--- config.mk ---
export PLATFORM = sky130hd
export DESIGN_NAME = ex_dpath_top
export DESIGN_NICKNAME = d
export VERILOG_FILES = /design/src/hdl/ex_ctl_pkg.sv /design/src/hdl/ex_data_pkg.sv /design/src/hdl/ex_alu.sv /design/src/hdl/ex_dpath_top.sv /design/src/hdl/ex_operand_bypass.sv /design/src/hdl/ex_writeback_pipe.sv
export VERILOG_INCLUDE_DIRS = /design/src /design/src/hdl
export SDC_FILE = /design/constraint.sdc
export NUM_CORES = 1
export LEC_CHECK = 0
export BUFFER_PORTS_ARGS = -buffer_cell sky130_fd_sc_hd__clkbuf_2
export CORE_MARGIN = 2
export CORE_UTILIZATION = 35
export DETAILED_ROUTE_END_ITERATION = 7
export PLACE_DENSITY = 0.51
export SLEW_MARGIN = 10
export SYNTH_ARGS = -nofsm -noshare
export SYNTH_HDL_FRONTEND = slang
export SYNTH_SLANG_ARGS = --single-unit
--- constraint.sdc ---
create_clock -name clk -period 14.12 [get_ports clk]
set_input_delay 4.236 -clock clk [delete_from_list [all_inputs] [get_ports clk]]
set_output_delay 4.236 -clock clk [all_outputs]
set_load 0.01 [all_outputs]
--- src/hdl/ex_dpath_cfg.svh ---
`ifndef EX_DPATH_CFG_SVH
`define EX_DPATH_CFG_SVH

// Width of one datapath word
`define EX_XLEN    32

// Shift count width
// Covers shift amounts 0 to EX_XLEN-1
`define EX_SHAMT_W 5

`endif

--- src/hdl/ex_ctl_pkg.sv ---
`default_nettype none

package ex_ctl_pkg;

   // Operand source select, sampled in R and used in E
   typedef enum logic [2:0] {
      SRC_REG    = 3'd0,  // Register unit value
      SRC_FWD_C  = 3'd1,  // C stage result
      SRC_FWD_W  = 3'd2,  // W stage result
      SRC_FWD_W1 = 3'd3,  // W1 stage result
      SRC_HOLD   = 3'd4   // Replay last cycle's operand
   } ex_opnd_src_e;

   // ALU operation
   typedef enum logic [3:0] {
      OP_PASS = 4'd0,  // rs1 through
      OP_ADD  = 4'd1,
      OP_SUB  = 4'd2,  // rs1 + ~rs2 + carry_in
      OP_AND  = 4'd3,
      OP_OR   = 4'd4,
      OP_XOR  = 4'd5,
      OP_SHL  = 4'd6,
      OP_SHR  = 4'd7,  // Logical or arithmetic by sign
      OP_CMP  = 4'd8   // +1, 0 or -1
   } ex_alu_op_e;

   typedef struct packed {
      ex_alu_op_e op;
      logic       sign;      // Signed compare, arithmetic right shift
      logic       carry_in;  // Adder carry in
   } ex_alu_ctl_t;

   // Load buffer and DCU register controls
   typedef struct packed {
      logic buf_we;   // Capture dcu_data_c in load buffer
      logic data_we;  // Load dcu_data_w
      logic buf_sel;  // 1 selects the buffered word
   } ex_load_ctl_t;

endpackage

`default_nettype wire

--- src/hdl/ex_data_pkg.sv ---
`default_nettype none

`include "ex_dpath_cfg.svh"

package ex_data_pkg;

   // One datapath word
   typedef logic [`EX_XLEN-1:0] ex_word_t;

   // Results visible to the operand selectors
   typedef struct packed {
      ex_word_t data_c;   // C stage, ALU or DCU word
      ex_word_t data_w;   // W stage, ALU or DCU word
      ex_word_t data_w1;  // W1 stage copy of data_w
   } ex_fwd_t;

   // Comparator and adder flags
   // gt/eq/lt are one-hot
   typedef struct packed {
      logic gt;     // rs1 > rs2
      logic eq;     // rs1 == rs2
      logic lt;     // rs1 < rs2
      logic carry;  // Adder carry out
   } ex_flags_t;

endpackage

`default_nettype wire

--- src/hdl/ex_alu.sv ---
`timescale 1ns/1ps
`default_nettype none

`include "ex_dpath_cfg.svh"

// E stage ALU, fully combinational
module ex_alu (
   input  ex_data_pkg::ex_word_t    rs1,
   input  ex_data_pkg::ex_word_t    rs2,
   input  ex_ctl_pkg::ex_alu_ctl_t  ctl,
   output ex_data_pkg::ex_word_t    result,  // Selected by ctl.op
   output ex_data_pkg::ex_word_t    sum,     // Adder output for every op
   output ex_data_pkg::ex_flags_t   flags
);

   logic                    sub_op;
   ex_data_pkg::ex_word_t   add_b;      // Second adder input
   logic [`EX_XLEN:0]       add_full;   // Carry in top bit
   logic                    cmp_gt;
   logic                    cmp_eq;
   logic                    cmp_lt;
   ex_data_pkg::ex_word_t   cmp_out;    // Three-way constant
   logic [`EX_SHAMT_W-1:0]  shamt;
   ex_data_pkg::ex_word_t   shift_out;

   // Adder
   assign sub_op   = (ctl.op == ex_ctl_pkg::OP_SUB);
   assign add_b    = sub_op ? ~rs2 : rs2;  // Invert for subtract
   assign add_full = {1'b0, rs1} + {1'b0, add_b}
                   + {{`EX_XLEN{1'b0}}, ctl.carry_in};
   assign sum      = add_full[`EX_XLEN-1:0];

   // Comparator
   always_comb begin
      if (ctl.sign) begin
         cmp_gt = ($signed(rs1) > $signed(rs2));
         cmp_lt = ($signed(rs1) < $signed(rs2));
      end else begin
         cmp_gt = (rs1 > rs2);
         cmp_lt = (rs1 < rs2);
      end
   end

   assign cmp_eq = (rs1 == rs2);  // Sign does not matter here

   // +1 for gt, -1 for lt, else 0
   always_comb begin
      if (cmp_gt) begin
         cmp_out = ex_data_pkg::ex_word_t'(1);
      end else if (cmp_lt) begin
         cmp_out = '1;
      end else begin
         cmp_out = '0;
      end
   end

   // Shifter uses low bits of rs2 only
   assign shamt = rs2[`EX_SHAMT_W-1:0];

   always_comb begin
      if (ctl.op == ex_ctl_pkg::OP_SHL) begin
         shift_out = rs1 << shamt;
      end else if (ctl.sign) begin
         shift_out = $signed(rs1) >>> shamt;  // Sign fill
      end else begin
         shift_out = rs1 >> shamt;
      end
   end

   // Result selection
   always_comb begin
      case (ctl.op)
         ex_ctl_pkg::OP_ADD: result = sum;
         ex_ctl_pkg::OP_SUB: result = sum;
         ex_ctl_pkg::OP_AND: result = rs1 & rs2;
         ex_ctl_pkg::OP_OR:  result = rs1 | rs2;
         ex_ctl_pkg::OP_XOR: result = rs1 ^ rs2;
         ex_ctl_pkg::OP_SHL: result = shift_out;
         ex_ctl_pkg::OP_SHR: result = shift_out;
         ex_ctl_pkg::OP_CMP: result = cmp_out;
         ex_ctl_pkg::OP_PASS: result = rs1;
         default:            result = rs1;  // Reserved codes pass rs1
      endcase
   end

   assign flags = '{gt: cmp_gt, eq: cmp_eq, lt: cmp_lt, carry: add_full[`EX_XLEN]};

endmodule

`default_nettype wire

--- src/hdl/ex_dpath_top.sv ---
`timescale 1ns/1ps
`default_nettype none

// Execute stage datapath
module ex_dpath_top (
   input  logic                       clk,
   input  logic                       arst_n,
   input  ex_data_pkg::ex_word_t      rs1_in,      // Operand 1 from register unit
   input  ex_data_pkg::ex_word_t      rs2_in,      // Operand 2 from register unit
   input  ex_ctl_pkg::ex_opnd_src_e   rs1_src,     // R stage select
   input  ex_ctl_pkg::ex_opnd_src_e   rs2_src,
   input  ex_ctl_pkg::ex_alu_ctl_t    alu_ctl,     // E stage ALU control
   input  logic                       hold_e,
   input  logic                       hold_c,
   input  logic                       fwd_c_dcu,
   input  logic                       fwd_w_dcu,
   input  ex_data_pkg::ex_word_t      dcu_data_c,
   input  ex_ctl_pkg::ex_load_ctl_t   load_ctl,
   output ex_data_pkg::ex_word_t      rs1_out,     // E operands
   output ex_data_pkg::ex_word_t      rs2_out,
   output ex_data_pkg::ex_word_t      adder_out_e,
   output ex_data_pkg::ex_flags_t     flags_e,
   output ex_data_pkg::ex_word_t      alu_out_w,
   output ex_data_pkg::ex_word_t      dcu_data_w,
   output logic                       lock_bit
);

   ex_data_pkg::ex_fwd_t  fwd;       // Bundle back to both selectors
   ex_data_pkg::ex_word_t result_e;  // ALU result into C

   ex_operand_bypass u_rs1 (
      .clk     (clk),
      .arst_n  (arst_n),
      .hold_e  (hold_e),
      .src     (rs1_src),
      .reg_val (rs1_in),
      .fwd     (fwd),
      .opnd    (rs1_out)
   );

   ex_operand_bypass u_rs2 (
      .clk     (clk),
      .arst_n  (arst_n),
      .hold_e  (hold_e),
      .src     (rs2_src),
      .reg_val (rs2_in),
      .fwd     (fwd),
      .opnd    (rs2_out)
   );

   ex_alu u_alu (
      .rs1    (rs1_out),
      .rs2    (rs2_out),
      .ctl    (alu_ctl),
      .result (result_e),
      .sum    (adder_out_e),
      .flags  (flags_e)
   );

   ex_writeback_pipe u_wb (
      .clk        (clk),
      .arst_n     (arst_n),
      .hold_c     (hold_c),
      .result_e   (result_e),
      .fwd_c_dcu  (fwd_c_dcu),
      .fwd_w_dcu  (fwd_w_dcu),
      .dcu_data_c (dcu_data_c),
      .load_ctl   (load_ctl),
      .fwd        (fwd),
      .alu_out_w  (alu_out_w),
      .dcu_data_w (dcu_data_w),
      .lock_bit   (lock_bit)
   );

endmodule

`default_nettype wire

--- src/hdl/ex_operand_bypass.sv ---
`timescale 1ns/1ps
`default_nettype none

// One E stage operand with its forwarding select
module ex_operand_bypass (
   input  logic                     clk,
   input  logic                     arst_n,
   input  logic                     hold_e,   // Freezes the select
   input  ex_ctl_pkg::ex_opnd_src_e src,      // R stage select
   input  ex_data_pkg::ex_word_t    reg_val,  // From register unit
   input  ex_data_pkg::ex_fwd_t     fwd,      // Later stage results
   output ex_data_pkg::ex_word_t    opnd
);

   ex_ctl_pkg::ex_opnd_src_e src_q;     // E stage select
   ex_data_pkg::ex_word_t    replay_q;  // Previous cycle's operand

   // Select moves R to E unless E is held
   always_ff @(posedge clk or negedge arst_n) begin
      if (!arst_n) begin
         src_q <= ex_ctl_pkg::SRC_REG;
      end else if (!hold_e) begin
         src_q <= src;
      end
   end

   // Captures every cycle
   // Bubbled forward case replays this word
   always_ff @(posedge clk) begin
      replay_q <= opnd;
   end

   // Five way operand mux
   always_comb begin
      case (src_q)
         ex_ctl_pkg::SRC_FWD_C:  opnd = fwd.data_c;
         ex_ctl_pkg::SRC_FWD_W:  opnd = fwd.data_w;
         ex_ctl_pkg::SRC_FWD_W1: opnd = fwd.data_w1;
         ex_ctl_pkg::SRC_HOLD:   opnd = replay_q;
         ex_ctl_pkg::SRC_REG:    opnd = reg_val;
         default:                opnd = reg_val;  // Unused codes
      endcase
   end

endmodule

`default_nettype wire

--- src/hdl/ex_writeback_pipe.sv ---
`timescale 1ns/1ps
`default_nettype none

// C, W and W1 result stages plus the DCU load path
module ex_writeback_pipe (
   input  logic                       clk,
   input  logic                       arst_n,
   input  logic                       hold_c,      // Freezes C and W
   input  ex_data_pkg::ex_word_t      result_e,    // ALU result in E
   input  logic                       fwd_c_dcu,   // C stage forwards DCU word
   input  logic                       fwd_w_dcu,   // W stage forwards DCU word
   input  ex_data_pkg::ex_word_t      dcu_data_c,  // Load data in C
   input  ex_ctl_pkg::ex_load_ctl_t   load_ctl,
   output ex_data_pkg::ex_fwd_t       fwd,
   output ex_data_pkg::ex_word_t      alu_out_w,
   output ex_data_pkg::ex_word_t      dcu_data_w,
   output logic                       lock_bit     // Monitor lock bit
);

   ex_data_pkg::ex_word_t alu_out_c;    // E result in C
   ex_data_pkg::ex_word_t alu_out_c_d1; // C result in W
   ex_data_pkg::ex_word_t data_c;
   ex_data_pkg::ex_word_t data_w;
   ex_data_pkg::ex_word_t data_w1_q;
   ex_data_pkg::ex_word_t load_buf_q;   // Parked load word
   ex_data_pkg::ex_word_t load_mux;
   logic                  fwd_c_sel_q;
   logic                  fwd_w_sel_q;

   // Result stages advance unless C is held
   always_ff @(posedge clk) begin
      if (!hold_c) begin
         alu_out_c    <= result_e;
         alu_out_c_d1 <= alu_out_c;
      end
      data_w1_q <= data_w;  // W1 never holds
   end

   // Forwarding selects
   always_ff @(posedge clk or negedge arst_n) begin
      if (!arst_n) begin
         fwd_c_sel_q <= 1'b0;
         fwd_w_sel_q <= 1'b0;
      end else begin
         fwd_c_sel_q <= fwd_c_dcu;
         if (!hold_c) begin
            fwd_w_sel_q <= fwd_w_dcu;
         end
      end
   end

   assign data_c = fwd_c_sel_q ? dcu_data_w : alu_out_c;
   assign data_w = fwd_w_sel_q ? dcu_data_w : alu_out_c_d1;

   // Load buffer keeps a second load from overwriting the first
   always_ff @(posedge clk) begin
      if (load_ctl.buf_we) begin
         load_buf_q <= dcu_data_c;
      end
      if (load_ctl.data_we) begin
         dcu_data_w <= load_mux;
      end
   end

   assign load_mux = load_ctl.buf_sel ? load_buf_q : dcu_data_c;
   assign lock_bit = load_mux[0];  // Same cycle as the choice

   assign fwd       = '{data_c: data_c, data_w: data_w, data_w1: data_w1_q};
   assign alu_out_w = data_w;

endmodule

`default_nettype wire

==> impl.org, run 1 <==
** Outcome
- Result of the run :: completed

** Timing
- Final Skew :: approximately 0.029 ns
- The final count of pins violating max slew is 0.
- Slew margin rel. :: between 20% and 30%
- Dividing the final minimum period by the clock period gives roughly 90%.
- Setup repair after global routing left no endpoint under its margin.
- Fin crit period :: approximately 13 ns
- In the final timing run, aggregate negative setup slack is 0 ns.
- Worst hold margin :: 0.450 ns
- Setup violations remaining at the end of the flow were counted as 0.
- The total count of hold-check failures in the final report was 0.
- Based on the critical path, the design can be clocked at up to approximately 77 MHz.
- Slew at the pin closest to its max-slew limit :: 1.18 ns

** Floorplanning
- The initialized floorplan defines 85 standard-cell rows.
- X dimension of the die :: ~240 um
- Die area :: 56200 um2
- about 280 I/O pins were placed.
- Vert. Die Dim :: between 200 and 250 um
- Once the floorplan was initialized, standard cells occupied a little over a third of the core.
- In this run the standard cell core region covers approximately 54000 um2.

** Worst setup path
- For flop-to-flop paths, the worst setup slack is between 7 and 8 ns.
- STA classifies the critical path startpoint as an input pin.
- The largest individual stage delay along the critical path comes from the cell sky130_fd_sc_hd__and3_2.
- Largest stage delay on the critical path :: around 0.63 ns
- Setup Crit Path Kind :: in -> out
- In this run the critical register-to-register path is captured at u_wb.alu_out_c[3].
- Together, buffers and inverters on the worst path number 4.
- Walking the worst path, the cells encountered are clkbuf_2 -> inv_1 -> and3_2 -> xnor2_1 -> fa_1 -> fa_1 -> nor2b_1 -> o31a_1 -> o31a_1 -> o211ai_1 -> a2111oi_0 -> buf_4 -> o2111ai_1 -> nand2_1 -> a31oi_1 -> o21bai_1 -> a21o_1 -> clkbuf_2.
- STA puts the critical path data arrival time at 8.79 ns.
- Of all nets on the critical path, the largest fanout is 15.
- Cells on worst reg2reg path :: 15
- Type of destination of the critical path :: output port
- Kind of cell adding the most delay to the critical path :: compound AO/OA/AOI/OAI gates
- Worst Path Required :: slightly below 10 ns
- In this run the critical register-to-register path is launched from u_rs1.src_q[2].

** CTS
- Number of setup buffers added after CTS :: 0
- TritonCTS clock tree :: built
- In this run the deepest clock path goes through 3 buffers.
- Post-cts sizing count :: 0
- Clock Sinks :: around 230
- Buffers inserted during clock tree synthesis total 25.
- H-tree depth reported by CTS :: 1
- Clock transition at the registers of the reported paths :: approximately 0.060 ns
- Clock latency on the worst-skew pair, taken at its later pin, is about 0.55 ns.
- In this run, post-CTS hold repair placed 0 buffers.
- Buffer cell driving the clock tree root :: sky130_fd_sc_hd__clkbuf_16

** Global routing
- The number of global-route vias before repair is 18.0k.
- GRT Util Overall :: between 30% and 40%
- First-pass GRT wire length :: 136000 um
- Number of antenna violations at the first check in global routing :: 9
- Total congestion overflow after global routing :: 0
- Largest net degree at the start of global routing :: 65

** Power
- Static leakage power :: 9.58 nW
- The completed layout was analyzed and its total power is 3.82 mW.
- Power Dens Cells :: 175 nW/um2
- IR analysis of the VDD net gives a maximum drop of ~0.086 mV.

** Place
- Final weighted congestion of routability-driven global placement :: a little over 1
- Input and output buffers added on the ports amount to between 200 and 300.
- Half-perimeter wire length after detailed placement :: 74900 um

** Yosys
- In this run the cell area of the synthesized design comes to approximately 19000 um2.
- Synthesis inferred about 230 register bits.
- EDFF count, synth :: roughly 130
- Share of flip-flops with an asynchronous set or reset :: under 10%
- Synthesis warning total :: 0
- Synth unique cells :: ~110
- Synthesis produced a netlist whose cell count is between 2k and 2.5k.
- Top cell type's share of synthesized area :: between 20% and 30%
- Of the synthesized area, sequential elements account for 31.4%.
- Primary FF master, synth :: sky130_fd_sc_hd__edfxtp_1
- Post-synth net total :: 2333
- In the post-synthesis netlist, the biggest area contributors are sky130_fd_sc_hd__edfxtp_1 (20%), sky130_fd_sc_hd__mux2i_1 (11%), sky130_fd_sc_hd__dfxtp_1 (10%), sky130_fd_sc_hd__ha_1 (7.6%), sky130_fd_sc_hd__nand2_1 (3.4%).
- Cell taking the most area after synthesis :: sky130_fd_sc_hd__edfxtp_1
- A synthesized cell averages ~9.1 um2.

** Layout
- The filler cells instantiated in the layout total between 5k and 6k.
- Leaving out fill and tap cells, the most frequent cell in the layout is sky130_fd_sc_hd__clkbuf_2.
- Signed area change from the synthesized netlist to the final layout :: 14.4%
- Cells with a size suffix above 1 make up around 22% of the layout.
- The library cells used most frequently in the layout, excluding fill and tap cells, are sky130_fd_sc_hd__clkbuf_2 (281), sky130_fd_sc_hd__mux2i_1 (204), sky130_fd_sc_hd__nand2_1 (172).
- In the final design database the tool counted around 2.5k nets.

** Detailed routing
- Pre-antenna DRT Iters :: 8
- Post-Route WL :: between 90000 and 100000 um
- WL per Instance :: approximately 32 um
- Count of nets left with antenna violations after detail routing :: 0
- The detailed router finished its first iteration with ~2.3k violations.
- Via Count :: roughly 19k
- In the routed layout, each cell is associated on average with a via count of 6.25.
- For this run, design rule violations remaining after detail routing come to 0.

** Run
- Max-cap violations in this run came to 0.

** Worst hold path
- The worst hold path begins at u_wb.alu_out_c[29].
- For hold timing, the worst endpoint is u_wb.alu_out_c_d1[29].
- Cell count of the worst hold path :: 0
- The worst hold path belongs to the class reg -> reg.
-- worst max path at each step --
stage / from / slack (ns) / depth (start not counted) / endpoint
after floorplan: rs2_in[0] / 1.51 / 18 / flags_e[0]
after global placement: alu_ctl[2] / 1.32 / 18 / flags_e[0]
after detailed placement: alu_ctl[2] / 1.18 / 18 / flags_e[0]
after CTS: alu_ctl[2] / 1.14 / 18 / flags_e[0]
after global routing: alu_ctl[2] / 0.81 / 18 / flags_e[0]
final: alu_ctl[2] / 1.09 / 18 / flags_e[0]
-- power breakdown --
part | total (mW) | internal [mW] | leakage, nW | switching [mW]
combinational | 2.25 | 0.723 | 7.01 | 1.53
sequential | 0.888 | 0.829 | 2.16 | 0.0586
clock | 0.676 | 0.398 | 0.408 | 0.278
total | 3.82 | 1.95 | 9.58 | 1.87
-- metrics by stage --
stage / setup WS [ns] / cells / util, % / area (um2)
floorplan: 1.51 / 2098 / - / 19000
CTS: 1.14 / 3013 / 40.4 / 21800
finish: 1.09 / 3016 / 40.4 / 21800
global route: 0.808 / 3013 / 40.4 / 21800
detailed placement: 1.18 / 2967 / 38.9 / 20900
global placement: 1.32 / 2967 / 38.9 / 20900
-- flip-flops by register name (all words and copies together), names as in the netlist, 3 cells and up --
register and count:
u_wb.load_buf_q 32, u_rs2.src_q 3, u_wb.dcu_data_w 32, u_wb.alu_out_c 32
u_rs1.src_q 3, u_wb.alu_out_c_d1 32, u_wb.data_w1_q 32, u_rs2.replay_q 32
u_rs1.replay_q 32
-- area by class of cell --
class	count	area [um2]	share of cell area, %
Antenna cell	3	7.51	0.0345
Clock buffer	35	693	3.18
Clock inverter	11	135	0.621
Inverter	122	468	2.15
Multi-Input combinational cell	1548	11600	53.1
Sequential cell	232	5970	27.4
Tap cell	696	871	4.00
Timing Repair Buffer	369	2070	9.50
-- kinds of logic after synthesis --
kind of cell	after synthesis	synth area share [%]
AO/OA/AOI/OAI	613	22.9
AND/OR/NAND/NOR	496	12.6
multiplexers	258	14.2
adder cells (fa/ha/maj)	118	7.84
flip-flops	232	31.4
XOR/XNOR	63	2.90
buffers and inverters	318	8.23
-- synth_stat cells (all sizes together) (26+ instances only) --
master / count
ha: 116
nor3: 41
dfxtp: 96
o22ai: 72
mux2: 49
o21ai: 86
xnor2: 36
nand3: 38
nor2: 145
a32oi: 26
clkbuf: 57
mux2i: 209
inv: 120
nand2: 173
buf: 139
a211oi: 34
edfxtp: 128
o211ai: 35
xor2: 27
a21oi: 122
-- routing by layer --
metal | up-vias | wire length (um) | global-route usage (%)
met2 | 1101 | 41200 | 49.5
met1 | 9333 | 41900 | 46.2
met4 | 2 | 5220 | 16.6
li1 | 8228 | - | -
met3 | 181 | 9580 | 7.65
met5 | - | 13 | 0
No activity file was read; power rests on OpenSTA's default activity.
==> run 2, diff against run 1 <==
--- a/config.mk
+++ b/config.mk
@@ -6,11 +6,13 @@
 export SDC_FILE = /design/constraint.sdc
 export NUM_CORES = 1
 export LEC_CHECK = 0
+export ABC_AREA = 1
 export BUFFER_PORTS_ARGS = -buffer_cell sky130_fd_sc_hd__clkbuf_2
 export CORE_MARGIN = 2
 export CORE_UTILIZATION = 35
 export DETAILED_ROUTE_END_ITERATION = 7
 export PLACE_DENSITY = 0.51
+export REMOVE_ABC_BUFFERS = 1
 export SLEW_MARGIN = 10
 export SYNTH_ARGS = -nofsm -noshare
 export SYNTH_HDL_FRONTEND = slang
==> impl.org, run 2 <==
** Outcome
- Result of the run :: completed (unchanged)

** CTS
- The buffer depth of the longest clock path was 3 (unchanged).
- The number of buffers created by CTS was 26 (was 25).
- The number of sinks on the clock net was 232 (unchanged).
- Buffer cell driving the clock tree root :: sky130_fd_sc_hd__clkbuf_16 (unchanged)
- The clock transition at the register clock pins on the worst setup and hold paths after CTS came to 0.06 ns (about the same).
- Number of setup buffers added after CTS :: 0 (unchanged)
- Post-cts sizing count :: 0 (unchanged)
- H-tree depth reported by CTS :: 1 (unchanged)
- The clock insertion delay at the later pin of the skew report came to 0.57 ns (was 0.55 ns).
- The TritonCTS clock tree is built (unchanged).
- The number of hold buffers added after CTS was 0 (unchanged).

** Power
- The leakage power figure was 11.4 nW (was 9.58 nW).
- Power Dens Cells :: 153 nW/um2 (was 175 nW/um2)
- The peak supply drop came to 0.0808 mV (was 0.0857 mV).

** Yosys
- EDFF count, synth :: 128 (unchanged)
- Netlist area before placement :: 19900 um2 (was 19000 um2)
- The top-area cell type share of the netlist area came to 19.3% (was 20.2%).
- The share of synthesized area occupied by flip-flops and latches came to 30.0% (was 31.4%).
- The cell type with the largest total area after synthesis is sky130_fd_sc_hd__edfxtp_1 (unchanged).
- Share of flip-flops with an asynchronous set or reset :: 3.45% (unchanged)
- The count of warnings emitted by yosys was 0 (unchanged).
- Top post-synthesis cells by area :: sky130_fd_sc_hd__edfxtp_1 (19%), sky130_fd_sc_hd__nand2_1 (16%), sky130_fd_sc_hd__nand3_1 (11%), sky130_fd_sc_hd__dfxtp_1 (9.7%), sky130_fd_sc_hd__ha_1 (7.3%) (was sky130_fd_sc_hd__edfxtp_1 (20%), sky130_fd_sc_hd__mux2i_1 (11%), sky130_fd_sc_hd__dfxtp_1 (10%), sky130_fd_sc_hd__ha_1 (7.6%), sky130_fd_sc_hd__nand2_1 (3.4%))
- Cell types with the highest counts after synthesis: sky130_fd_sc_hd__nand2_1 (856), sky130_fd_sc_hd__nand3_1 (433), sky130_fd_sc_hd__inv_1 (325) (was sky130_fd_sc_hd__mux2i_1 (204), sky130_fd_sc_hd__nand2_1 (172), sky130_fd_sc_hd__nor2_1 (140)).
- The most common cell in the synthesized netlist is sky130_fd_sc_hd__nand2_1 (was sky130_fd_sc_hd__mux2i_1).
- Synth unique cells :: 62 (was 105)
- Synth Instances :: 2947 (was 2098)
- The mean instance size in the synthesized netlist was 6.75 um2 (was 9.07 um2).
- The most instantiated flip-flop cell in the synthesis netlist is sky130_fd_sc_hd__edfxtp_1 (unchanged).
- The register bit total from synthesis is 232 (unchanged).

** Global routing
- The overflow left after global routing came to 0 (unchanged).
- First-pass GRT wire length :: 147000 um (was 136000 um)
- The total track usage came to 34.1% (was 33.6%).
- The largest net degree at the start of global routing is 67 (was 65).
- The initial antenna violation count is 7 (was 9).
- Vias in the first global route :: 20.7k (was 18.0k)

** Timing
- Slew margin rel. :: 30.4% (was 20.7%)
- The final setup violation count is 0 (unchanged).
- The worst clock skew was 0.0329 ns (was 0.0286 ns).
- Crit share post-route :: 88.7% (was 92.3%)
- The final critical path time including I/O delays and setup is 12.52 ns (was 13.03 ns).
- Count of final hold-check violations :: 0 (unchanged)
- Slew at the pin closest to its max-slew limit :: 1.04 ns (was 1.18 ns)
- RSZ-0062 raised after global routing: no (unchanged).
- Highest Clock Rate :: 79.9 MHz (was 76.8 MHz)
- The final count of pins violating max slew came to 0 (unchanged).
- The total negative slack was 0 ns (unchanged).

** Worst setup path
- Largest stage delay on the critical path :: 0.60 ns (was 0.63 ns)
- The cell at the slowest stage of the critical path was sky130_fd_sc_hd__o21ai_0 (was sky130_fd_sc_hd__and3_2).
- Arrival time at the worst endpoint :: 8.29 ns (was 8.79 ns)
- The class of the most critical setup path is in -> out (unchanged).
- Worst R2R End :: u_wb.alu_out_c[16] (was u_wb.alu_out_c[3])
- Among the stages of the critical path, the cell type that occurs most often is sky130_fd_sc_hd__nand2_1.
- The maximum net fanout on the critical path is 18 (was 15).
- The count of cells along the worst register-to-register path was 24 (was 15).
- The worst setup path startpoint was alu_ctl[4] (was alu_ctl[2]).
- Reg2reg start :: u_rs1.src_q[0] (was u_rs1.src_q[2])
- The kind of capture point of the worst setup path is an output port (unchanged).
- Type of origin of the critical path :: input pin (unchanged)
- Worst Path Required :: 9.88 ns (about the same)
- Critical-path cell list: clkbuf_2 -> nor2_1 -> inv_1 -> nor3_2 -> buf_4 -> inv_2 -> xor2_1 -> ha_1 -> nand3_1 -> nand2_1 -> a21oi_1 -> o21ai_0 -> a21oi_1 -> o21ai_0 -> nand2_1 -> nand2_1 -> xor2_1 -> clkbuf_2 (was clkbuf_2 -> inv_1 -> and3_2 -> xnor2_1 -> fa_1 -> fa_1 -> nor2b_1 -> o31a_1 -> o31a_1 -> o211ai_1 -> a2111oi_0 -> buf_4 -> o2111ai_1 -> nand2_1 -> a31oi_1 -> o21bai_1 -> a21o_1 -> clkbuf_2).
- The worst setup slack for register-to-register paths was 7.49 ns (was 7.27 ns).

** Detailed routing
- Via Count :: 21.7k (was 18.8k)
- WL per Instance :: 26.6 um (was 32.5 um)
- DRC violation count after routing :: 0 (unchanged)
- Pre-antenna DRT Iters :: 8 (unchanged)
- Iteration-0 DRC count of the detailed router :: 2103 (was 2298)
- Post-Route WL :: 104000 um (was 97900 um)
- The remaining antenna violation count came to 0 (unchanged).
- The via density per instance was 5.55 (was 6.25).

** Place
- Count of input and output buffers :: 281 (unchanged)
- Half-perimeter wire length after detailed placement :: 81400 um (was 74900 um)
- Final weighted congestion of routability-driven global placement :: 1.02 (was 1.04)
- Number of placed instances, taps included :: 3862 (was 2967)

** Worst hold path
- Beginning of the worst hold path :: u_wb.alu_out_c[25] (was u_wb.alu_out_c[29])
- The worst hold path endpoint is u_wb.alu_out_c_d1[25] (was u_wb.alu_out_c_d1[29]).
- The hold path depth came to 0 (unchanged).
- The worst min-delay path class was reg -> reg (unchanged).

** Floorplanning
- The total number of placement rows was 87 (was 85).
- Vert. Die Dim :: 242 um (was 237 um)
- Core Footprint :: 56300 um2 (was 53800 um2)
- The number of primary I/O pins was 282 (unchanged).
- The die area came to 58700 um2 (was 56200 um2).
- The horizontal die dimension was 242 um (was 237 um).
- The effective utilization at floorplan came to 35.3% (was 35.4%).

** Layout
- The signed area change from the synthesized netlist to the final layout was 13.2% (was 14.4%).
- Number of antenna repair diodes :: 0 (was 3)
- The final-stage net count was 3369 (was 2533).
- Final cell count without fillers :: 3910 (was 3016)
- Most used cells in the layout excluding fill and tap cells :: sky130_fd_sc_hd__nand2_1 (854), sky130_fd_sc_hd__nand3_1 (433), sky130_fd_sc_hd__inv_1 (324) (was sky130_fd_sc_hd__clkbuf_2 (281), sky130_fd_sc_hd__mux2i_1 (204), sky130_fd_sc_hd__nand2_1 (172))
- The number of filler cells placed in the layout is 6144 (was 5487).
- The most frequent standard cell in the layout excluding fill and tap cells was sky130_fd_sc_hd__nand2_1 (was sky130_fd_sc_hd__clkbuf_2).
- The fraction of final layout cells sized beyond drive strength 1 is 16.4% (was 22.4%).

** Run
- The number of max-cap violations is 0 (unchanged).
run 2: logic make-up after synthesis:
| family | after synthesis | synth area share (%) |
|---|---|---|
| and+or+nand+nor | 1679 | 37.0 |
| buffers and inverters | 514 | 11.6 |
| AOI/OAI and AO/OA | 319 | 9.68 |
| DFF | 232 | 30.0 |
| adders and majority gates | 118 | 7.50 |
| xor gates and xnor gates | 53 | 2.33 |
| muxes | 32 | 1.81 |
run 2: how the worst max path moves through the flow:
stage	cells after the start	endpoint	slack [ns]
after floorplan	18	adder_out_e[20]	1.35
after global placement	18	adder_out_e[29]	1.68
after detailed placement	18	adder_out_e[29]	1.63
after CTS	18	adder_out_e[29]	1.63
after global routing	18	adder_out_e[29]	1.24
final	18	adder_out_e[29]	1.60
run 2: power by group:
part           internal (mW)  switching (mW)
clock network          0.418           0.296
registers              0.814          0.0412
logic                  0.523            1.34
run 2: critical path: cells and delay by family:
family                   cells  cell delay, ns
buffers and inverters        5            0.98
adder cells (fa/ha/maj)      1            0.39
AND/OR/NAND/NOR              6            0.66
XOR/XNOR                     2            0.42
AO/OA/AOI/OAI                4            1.58
run 2: final cells by class:
type | instances | area, um2 | area share (%)
tap | 756 | 946 | 4.20
multi-input combinational | 2201 | 11600 | 51.7
timing repair buffer | 329 | 1770 | 7.85
clock inverter | 11 | 120 | 0.534
clock buffer | 37 | 773 | 3.44
inverter | 344 | 1290 | 5.75
sequential | 232 | 5970 | 26.5
run 2: metrics by stage:
stage / power, mW / hold slack (ns) / utilization, % / setup slack, ns / instance area [um2]
after floorplan: 1.91 / 0.421 / - / 1.35 / 18900
after detailed placement: 2.70 / 0.433 / 38.4 / 1.63 / 21600
after global placement: 2.71 / 0.429 / 38.4 / 1.68 / 21600
after global routing: 3.61 / 0.437 / 40.0 / 1.24 / 22500
final: 3.43 / 0.428 / 40.0 / 1.60 / 22500
after CTS: 3.41 / 0.431 / 40.0 / 1.63 / 22500
run 2: routing by layer:
metal	up-vias	global-route usage (%)	wire length [um]
met5	-	0	36
li1	9988	-	-
met2	1062	55.7	47500
met1	10400	44.2	42600
met3	227	3.94	7180
met4	6	18.1	6550
